[config.mk]
export PLATFORM = sky130hd
export DESIGN_NAME = warp_sched_top
export DESIGN_NICKNAME = d
export VERILOG_FILES = /design/src/verilog/warp_sched_pkg.sv /design/src/verilog/warp_sched_top.sv /design/src/verilog/pending_instr.sv /design/src/verilog/warp_scheduler.sv /design/src/verilog/warp_ctl_decode.sv
export SDC_FILE = /design/constraint.sdc
export NUM_CORES = 1
export LEC_CHECK = 0
export BUFFER_PORTS_ARGS = -buffer_cell sky130_fd_sc_hd__buf_2
export CORE_MARGIN = 4
export CORE_UTILIZATION = 61
export DETAILED_ROUTE_END_ITERATION = 6
export HOLD_SLACK_MARGIN = 0.06
export PLACE_DENSITY = 0.8
export REMOVE_ABC_BUFFERS = 1
export SYNTH_ARGS = -nofsm -noshare
export SYNTH_HDL_FRONTEND = slang
export SYNTH_HIERARCHICAL = 1
export SYNTH_SLANG_ARGS = --single-unit
[constraint.sdc]
create_clock -name clk -period 4.2 [get_ports clk]
set_input_delay 0.42 -clock clk [delete_from_list [all_inputs] [get_ports clk]]
set_output_delay 0.42 -clock clk [all_outputs]
set_load 0.01 [all_outputs]
[src/verilog/warp_sched_pkg.sv]
`default_nettype none

package warp_sched_pkg;

    // core sizes
    localparam int NUM_WARPS    = 4;
    localparam int WID_WIDTH    = 2;
    localparam int NUM_THREADS  = 4;
    localparam int PC_WIDTH     = 32;
    localparam int NUM_BARRIERS = 2;

    localparam logic [PC_WIDTH-1:0] START_PC = 32'h0000_1000;

    // per-warp outstanding limit
    localparam int PCNT_WIDTH = 2;
    localparam logic [PCNT_WIDTH-1:0] PENDING_MAX = 2'd3;

    // control opcodes, 4 to 7 are illegal
    typedef enum logic [2:0] {
        OP_TMC    = 3'd0,
        OP_WSPAWN = 3'd1,
        OP_BAR    = 3'd2,
        OP_JUMP   = 3'd3
    } ctl_op_e;

    // raw command word as it arrives
    typedef struct packed {
        logic [2:0]             op;
        logic [WID_WIDTH-1:0]   wid;
        logic [NUM_THREADS-1:0] mask;
        logic [31:0]            arg;
    } ctl_cmd_t;

    typedef struct packed {
        ctl_op_e                         op;
        logic [WID_WIDTH-1:0]            wid;
        logic [NUM_THREADS-1:0]          mask;
        logic [PC_WIDTH-1:0]             pc;
        logic [$clog2(NUM_BARRIERS)-1:0] bar_id;
        logic [WID_WIDTH-1:0]            bar_size_m1;
    } warp_ctl_t;

    typedef struct packed {
        logic [WID_WIDTH-1:0]   wid;
        logic [NUM_THREADS-1:0] tmask;
        logic [PC_WIDTH-1:0]    pc;
    } issue_t;

endpackage

`default_nettype wire
[src/verilog/warp_sched_top.sv]
`timescale 1ns/1ps
`default_nettype none

module warp_sched_top (
    input  wire                                  clk,
    input  wire                                  reset,
    input  wire                                  ctl_valid,
    input  wire warp_sched_pkg::ctl_cmd_t        ctl_cmd,
    input  wire                                  commit_valid,
    input  wire [warp_sched_pkg::WID_WIDTH-1:0]  commit_wid,
    output logic                                 issue_valid,
    output warp_sched_pkg::issue_t               issue,
    output logic [warp_sched_pkg::NUM_WARPS-1:0] active_warps,
    output logic                                 ctl_error,
    output logic                                 busy
);

    logic                                 dec_valid;
    warp_sched_pkg::warp_ctl_t            dec_ctl;
    logic [warp_sched_pkg::NUM_WARPS-1:0] pending_full;

    warp_ctl_decode warp_ctl_decode_i (
        .clk       (clk),
        .reset     (reset),
        .ctl_valid (ctl_valid),
        .ctl_cmd   (ctl_cmd),
        .dec_valid (dec_valid),
        .dec_ctl   (dec_ctl),
        .ctl_error (ctl_error)
    );

    warp_scheduler warp_scheduler_i (
        .clk          (clk),
        .reset        (reset),
        .dec_valid    (dec_valid),
        .dec_ctl      (dec_ctl),
        .pending_full (pending_full),
        .issue_valid  (issue_valid),
        .issue        (issue),
        .active_warps (active_warps)
    );

    // issue stream feeds the outstanding counters
    pending_instr pending_instr_i (
        .clk          (clk),
        .reset        (reset),
        .issue_valid  (issue_valid),
        .issue_wid    (issue.wid),
        .commit_valid (commit_valid),
        .commit_wid   (commit_wid),
        .active_warps (active_warps),
        .pending_full (pending_full),
        .busy         (busy)
    );

endmodule

`default_nettype wire

[src/verilog/pending_instr.sv]
`timescale 1ns/1ps
`default_nettype none

module pending_instr (
    input  wire                                  clk,
    input  wire                                  reset,
    input  wire                                  issue_valid,
    input  wire [warp_sched_pkg::WID_WIDTH-1:0]  issue_wid,
    input  wire                                  commit_valid,
    input  wire [warp_sched_pkg::WID_WIDTH-1:0]  commit_wid,
    input  wire [warp_sched_pkg::NUM_WARPS-1:0]  active_warps,
    output logic [warp_sched_pkg::NUM_WARPS-1:0] pending_full,
    output logic                                 busy
);

    logic [warp_sched_pkg::NUM_WARPS-1:0][warp_sched_pkg::PCNT_WIDTH-1:0] counts;
    logic [warp_sched_pkg::NUM_WARPS-1:0] inc;
    logic [warp_sched_pkg::NUM_WARPS-1:0] dec;

    always_comb begin
        for (int i = 0; i < warp_sched_pkg::NUM_WARPS; i++) begin
            inc[i] = issue_valid && (issue_wid == i[warp_sched_pkg::WID_WIDTH-1:0]);
            // commits on an empty counter are dropped
            dec[i] = commit_valid && (commit_wid == i[warp_sched_pkg::WID_WIDTH-1:0])
                     && (counts[i] != '0);
            // also counts the issue still in flight
            pending_full[i] = (counts[i] == warp_sched_pkg::PENDING_MAX)
                              || ((counts[i] == warp_sched_pkg::PENDING_MAX - 1'b1)
                                  && inc[i]);
        end
    end

    always_ff @(posedge clk) begin
        if (reset) begin
            counts <= '0;
        end else begin
            for (int i = 0; i < warp_sched_pkg::NUM_WARPS; i++) begin
                if (inc[i] && !dec[i]) begin
                    if (counts[i] != warp_sched_pkg::PENDING_MAX) begin
                        counts[i] <= counts[i] + 1'b1;
                    end
                end else if (dec[i] && !inc[i]) begin
                    counts[i] <= counts[i] - 1'b1;
                end
            end
        end
    end

    // one edge behind the state it reports
    always_ff @(posedge clk) begin
        if (reset) begin
            busy <= 1'b0;
        end else begin
            busy <= (|active_warps) || (|counts);
        end
    end

endmodule

`default_nettype wire

[src/verilog/warp_scheduler.sv]
`timescale 1ns/1ps
`default_nettype none

module warp_scheduler (
    input  wire                                  clk,
    input  wire                                  reset,
    input  wire                                  dec_valid,
    input  wire warp_sched_pkg::warp_ctl_t       dec_ctl,
    input  wire [warp_sched_pkg::NUM_WARPS-1:0]  pending_full,
    output logic                                 issue_valid,
    output warp_sched_pkg::issue_t               issue,
    output logic [warp_sched_pkg::NUM_WARPS-1:0] active_warps
);

    logic [warp_sched_pkg::NUM_WARPS-1:0] active_n;

    logic [warp_sched_pkg::NUM_WARPS-1:0][warp_sched_pkg::NUM_THREADS-1:0] tmasks;
    logic [warp_sched_pkg::NUM_WARPS-1:0][warp_sched_pkg::NUM_THREADS-1:0] tmasks_n;
    logic [warp_sched_pkg::NUM_WARPS-1:0][warp_sched_pkg::PC_WIDTH-1:0]    pcs;
    logic [warp_sched_pkg::NUM_WARPS-1:0][warp_sched_pkg::PC_WIDTH-1:0]    pcs_n;

    // one member mask per local barrier
    logic [warp_sched_pkg::NUM_BARRIERS-1:0][warp_sched_pkg::NUM_WARPS-1:0] bar_masks;
    logic [warp_sched_pkg::NUM_BARRIERS-1:0][warp_sched_pkg::NUM_WARPS-1:0] bar_masks_n;
    logic [warp_sched_pkg::NUM_WARPS-1:0] bar_stalls;
    logic [warp_sched_pkg::NUM_WARPS-1:0] bar_stalls_n;
    logic [warp_sched_pkg::WID_WIDTH:0]   bar_count;

    logic [warp_sched_pkg::NUM_WARPS-1:0] ready;
    logic [warp_sched_pkg::WID_WIDTH-1:0] last_wid;
    logic [warp_sched_pkg::WID_WIDTH-1:0] sel_wid;
    logic                                 sel_valid;

    assign ready = active_warps & ~bar_stalls & ~pending_full;

    // round robin, starting after the last issued warp
    always_comb begin
        logic [warp_sched_pkg::WID_WIDTH-1:0] idx;
        sel_valid = 1'b0;
        sel_wid   = last_wid;
        // walk from farthest to nearest so the nearest ready warp wins
        for (int k = warp_sched_pkg::NUM_WARPS; k >= 1; k--) begin
            idx = last_wid + k[warp_sched_pkg::WID_WIDTH-1:0];
            if (ready[idx]) begin
                sel_valid = 1'b1;
                sel_wid   = idx;
            end
        end
    end

    // warps already waiting on the addressed barrier
    always_comb begin
        bar_count = '0;
        for (int i = 0; i < warp_sched_pkg::NUM_WARPS; i++) begin
            bar_count = bar_count + {{warp_sched_pkg::WID_WIDTH{1'b0}},
                                     bar_masks[dec_ctl.bar_id][i]};
        end
    end

    always_comb begin
        active_n     = active_warps;
        tmasks_n     = tmasks;
        pcs_n        = pcs;
        bar_masks_n  = bar_masks;
        bar_stalls_n = bar_stalls;

        // advance pc of the issuing warp
        if (sel_valid) begin
            pcs_n[sel_wid] = pcs[sel_wid] + 32'd4;
        end

        // commands override the pc advance
        if (dec_valid) begin
            case (dec_ctl.op)
                warp_sched_pkg::OP_TMC: begin
                    active_n[dec_ctl.wid] = |dec_ctl.mask;
                    tmasks_n[dec_ctl.wid] = dec_ctl.mask;
                end
                warp_sched_pkg::OP_WSPAWN: begin
                    for (int i = 0; i < warp_sched_pkg::NUM_WARPS; i++) begin
                        if (dec_ctl.mask[i]) begin
                            active_n[i] = 1'b1;
                            tmasks_n[i] = {{(warp_sched_pkg::NUM_THREADS-1){1'b0}}, 1'b1};
                            pcs_n[i]    = dec_ctl.pc;
                        end
                    end
                end
                warp_sched_pkg::OP_BAR: begin
                    if (bar_count == {1'b0, dec_ctl.bar_size_m1}) begin
                        // last arrival releases everyone
                        bar_stalls_n &= ~bar_masks[dec_ctl.bar_id];
                        bar_masks_n[dec_ctl.bar_id] = '0;
                    end else begin
                        bar_masks_n[dec_ctl.bar_id][dec_ctl.wid] = 1'b1;
                        bar_stalls_n[dec_ctl.wid] = 1'b1;
                    end
                end
                warp_sched_pkg::OP_JUMP: begin
                    pcs_n[dec_ctl.wid] = dec_ctl.pc;
                end
                default: begin
                end
            endcase
        end
    end

    always_ff @(posedge clk) begin
        if (reset) begin
            // only warp 0 alive out of reset
            active_warps <= {{(warp_sched_pkg::NUM_WARPS-1){1'b0}}, 1'b1};
            tmasks       <= '0;
            tmasks[0]    <= {{(warp_sched_pkg::NUM_THREADS-1){1'b0}}, 1'b1};
            pcs          <= '0;
            pcs[0]       <= warp_sched_pkg::START_PC;
            bar_masks    <= '0;
            bar_stalls   <= '0;
            // all ones so the first search starts at warp 0
            last_wid     <= '1;
            issue_valid  <= 1'b0;
        end else begin
            active_warps <= active_n;
            tmasks       <= tmasks_n;
            pcs          <= pcs_n;
            bar_masks    <= bar_masks_n;
            bar_stalls   <= bar_stalls_n;
            issue_valid  <= sel_valid;
            if (sel_valid) begin
                last_wid <= sel_wid;
            end
        end
    end

    // issue slot payload
    always_ff @(posedge clk) begin
        if (sel_valid) begin
            issue.wid   <= sel_wid;
            issue.tmask <= tmasks[sel_wid];
            issue.pc    <= pcs[sel_wid];
        end
    end

endmodule

`default_nettype wire

[src/verilog/warp_ctl_decode.sv]
`timescale 1ns/1ps
`default_nettype none

module warp_ctl_decode (
    input  wire                       clk,
    input  wire                       reset,
    input  wire                       ctl_valid,
    input  wire warp_sched_pkg::ctl_cmd_t ctl_cmd,
    output logic                      dec_valid,
    output warp_sched_pkg::warp_ctl_t dec_ctl,
    output logic                      ctl_error
);

    logic                      legal;
    warp_sched_pkg::warp_ctl_t ctl_d;

    // field unpack by opcode
    always_comb begin
        legal             = 1'b1;
        ctl_d.op          = warp_sched_pkg::ctl_op_e'(ctl_cmd.op);
        ctl_d.wid         = ctl_cmd.wid;
        ctl_d.mask        = '0;
        ctl_d.pc          = '0;
        ctl_d.bar_id      = '0;
        ctl_d.bar_size_m1 = '0;
        case (ctl_cmd.op)
            warp_sched_pkg::OP_TMC: begin
                ctl_d.mask = ctl_cmd.mask;
            end
            warp_sched_pkg::OP_WSPAWN: begin
                // warp mask here, not a thread mask
                ctl_d.mask = ctl_cmd.mask;
                ctl_d.pc   = ctl_cmd.arg;
            end
            warp_sched_pkg::OP_BAR: begin
                ctl_d.bar_id      = ctl_cmd.arg[0];
                ctl_d.bar_size_m1 = ctl_cmd.arg[2:1];
            end
            warp_sched_pkg::OP_JUMP: begin
                ctl_d.pc = ctl_cmd.arg;
            end
            default: begin
                legal = 1'b0;
            end
        endcase
    end

    // strobes
    always_ff @(posedge clk) begin
        if (reset) begin
            dec_valid <= 1'b0;
            ctl_error <= 1'b0;
        end else begin
            dec_valid <= ctl_valid && legal;
            ctl_error <= ctl_valid && !legal;
        end
    end

    always_ff @(posedge clk) begin
        if (ctl_valid && legal) begin
            dec_ctl <= ctl_d;
        end
    end

endmodule

`default_nettype wire

==> metrics.yaml <==
hold_slack_ps: 176
outcome: "complete, no violations"
cts_made_buffers: 27
ant_nets: 0
clk_pin_slew_ps: 60
finalHoldViolCount: 0
drive_gt1_share_pct: 18.6
remaining_drc_errors: 0
critical-path-slowest-cell: "or4b_1"
die_x_um: 154
synth_edf_count: 82
setup_violations: 0
cts_buffer_depth: 3
ys_warn_count: 6
reg2reg_depth: 16
min_path_type: "input pin to flip-flop"
grt_max_degree: 75
ir_worst_vdd_mv: 0.394
syn_area_um2: 12900
netlist-cell-type-count: 93
synth_flop_cell: "dfxtp_1"
die_h_um: 154
avgSynthCellArea_um2: 9.07
worst_pin_slew_ps: 1320
p_per_area_nw_per_um2: 459
crit_start: "warp_scheduler_i/issue[37]"
cp-start-kind: "flip-flop"
synth_seq_cells: 256
finalCritPeriodShare_pct: 95.7
worstPathArrival_ps: 4390
cp-endpoint: "warp_scheduler_i/pcs[62]"
antenna_found_initial: 0
core.rowCount: 53
syn_to_final_growth_pct: 16.0
dpl.hpwl_um: 24500
maxCapViolCount: 0
avgRoutedWirePerCell_um: 21.3
grt_pass1_vias: 11500
leakage_nw: 5.70
routed_wl_um: 38800
cts_sinks: 256
grt-ovfl-total: 0
drtIter0Drc: 1399
critPathMaxFanout: 26
core_um2: 21000
ys_async_sr_fraction_pct: 0
cpMostUsedCell: "mux2i_1"
synth_cells: 1427
portBuffers: 91
viasPerCell: 6.59
crit_type: "flip-flop to flip-flop"
r2r-end: "warp_scheduler_i/pcs[62]"
reg2reg_from: "warp_scheduler_i/issue[37]"
place_area_um2: 13900
worst_slew_margin_rel_pct: 11.6
slowest_delay_ps: 480
dr.pass1.iters: 6
fmax_ghz: 0.249
post-route-min-period_ps: 4020
clock-root-buffer: "clkbuf_16"
slew_viol_final: 0
cp-end-kind: "flip-flop"
place.gp.congestion: 1.00
final_nets: 1575
antenna_cells: 0
cts_tree: "done"
fin_skew_ps: 17.3
cp.required_ps: 4580
vias: 12000
grt_first_pass_wirelength_um: 60900
n_fill_cell: 1621
htree_levels: 1
synth-seq-area-share_pct: 46.0
grt_usage_pct: 31.4
die-area_um2: 23600
start_util_pct: 61.7
clk_latency_ps: 550
rrSetupSlack_ps: 180
ios: 92
cp_cell_sequence: "nand3b_1, nand2b_1, and2_1, or4b_1, a21boi_1, o211a_4, buf_16, buf_12, mux2i_1, mux2_2, inv_2, and4_4, nand3_2, nor3_4, mux2i_1, a31oi_1"
total_power_w: 0.00689
final_area_um2: 15000
-- critical path, delay by kind of cell (launching register included) --
family / cells / cell delay (ps)
buffers and inverters: 3 / 460
flip-flops: 1 / 440
AO/OA/AOI/OAI: 3 / 570
multiplexers: 3 / 710
AND/OR/NAND/NOR: 7 / 1650
-- how the worst min path moves through the flow --
stage | end | startpoint | depth (start not counted)
after global placement | warp_scheduler_i/bar_masks[5] | warp_scheduler_i/bar_masks[5] | 2
after detailed placement | warp_scheduler_i/bar_masks[0] | warp_scheduler_i/bar_masks[0] | 2
final | warp_ctl_decode_i/dec_valid | ctl_valid | 2
after CTS | warp_ctl_decode_i/dec_ctl[40] | ctl_cmd[37] | 1
after floorplan | warp_scheduler_i/pcs[0] | warp_scheduler_i/pcs[0] | 2
after global routing | warp_ctl_decode_i/dec_valid | ctl_valid | 2
-- cells in the mapped netlist (all sizes together) (4+ instances only) --
master / n / area, um^2
a211o: 5 / 43.8
a211oi: 18 / 135
a21oi: 108 / 541
a221o: 23 / 230
a22o: 4 / 35.0
a22oi: 6 / 50.1
a31oi: 31 / 200
a32o: 4 / 41.3
a32oi: 31 / 350
and2: 8 / 50.1
and3: 11 / 68.8
and3b: 36 / 317
and4: 7 / 61.3
buf: 30 / 223
clkbuf: 71 / 272
dfxtp: 174 / 3480
edfxtp: 82 / 2460
inv: 17 / 63.8
mux2: 11 / 128
mux2i: 42 / 433
nand2: 196 / 738
nand2b: 30 / 188
nand3: 66 / 335
nand4: 15 / 106
nand4b: 13 / 114
nor2: 164 / 616
nor2b: 5 / 31.3
nor3: 19 / 123
nor3b: 10 / 80.1
nor4: 11 / 103
o211ai: 4 / 30.0
o21ai: 69 / 345
o221ai: 14 / 123
o22ai: 5 / 31.3
o32ai: 4 / 35.0
or2: 4 / 25.0
or3: 4 / 25.0
or3b: 5 / 48.8
xnor2: 18 / 158
xor2: 9 / 78.8
-- report_power, final --
part | switching (W) | internal [W]
combinational | 0.000863 | 0.000546
clock | 0.000997 | 0.00151
sequential | 0.000152 | 0.00282
total | 0.00201 | 0.00488
-- metrics by stage --
stage / std cells / utilization (%) / TNS, ps / setup slack [ps]
after global routing: 1820 / 71.6 / -17.4 / -11.4
after floorplan: 1326 / - / -354560 / -2960
after global placement: 1763 / 66.3 / 0 / 105
after detailed placement: 1763 / 66.3 / 0 / 42.2
after CTS: 1814 / 70.8 / 0 / 4.71
final: 1820 / 71.6 / 0 / 182
-- logic make-up (layout without fill, tap and decap cells) --
group | after synthesis | after routing | share of synthesized area [%]
AO/OA/AOI/OAI | 351 | 351 | 18.7
XOR/XNOR | 27 | 27 | 1.83
adder cells (fa/ha/maj) | 4 | 4 | 0.445
buffers and inverters | 119 | 237 | 4.35
flip-flops | 256 | 256 | 46.0
multiplexers | 53 | 53 | 4.33
AND/OR/NAND/NOR | 617 | 617 | 24.4
-- routing by layer --
layer	global-route usage [%]	share of wire, %	wire length, um
met2	50.8	46	17700
met5	0	0	0
met3	5.60	11	4240
met4	11.6	3.7	1440
met1	42.4	40	15400
-- area by class of cell --
type	instances	area [um^2]	area share [%]
Clock buffer	35	756	5.04
Clock inverter	15	174	1.16
Inverter	18	75.1	0.500
Multi-Input combinational cell	1052	6560	43.7
Sequential cell	256	5950	39.6
Tap cell	275	344	2.29
Timing Repair Buffer	169	1150	7.65
-- repair_timing --
item | in CTS | in global routing
buffers inserted | 0 | 4
resized for setup | 0 | 22
setup endpoints to repair | 0 | 97
hold buffers | 1 | 1
hold endpoints to repair | 1 | 1
-- sequential cells by signal, summed over array words and instances, names as in the netlist --
register	count
pending_instr_i/busy	1
pending_instr_i/counts	8
warp_ctl_decode_i/ctl_error	1
warp_ctl_decode_i/dec_ctl	44
warp_ctl_decode_i/dec_valid	1
warp_scheduler_i/active_warps	4
warp_scheduler_i/bar_masks	8
warp_scheduler_i/bar_stalls	4
warp_scheduler_i/issue	38
warp_scheduler_i/issue_valid	1
warp_scheduler_i/last_wid	2
warp_scheduler_i/pcs	128
warp_scheduler_i/tmasks	16
-- cell usage in the layout (no fill, tap or decap), types with 17 or more instances in the layout --
master	instances
nand3_1	63
buf_2	90
nand2_1	194
a21oi_1	108
nand2b_1	30
nor2_1	157
a211oi_1	18
a221o_1	23
buf_4	70
mux2i_1	39
clkbuf_16	28
xnor2_1	17
dfxtp_1	174
o21ai_1	23
a32oi_1	20
o21ai_0	46
edfxtp_1	82
and3b_1	35
a31oi_1	29
Power figures use the tool's default switching activity.
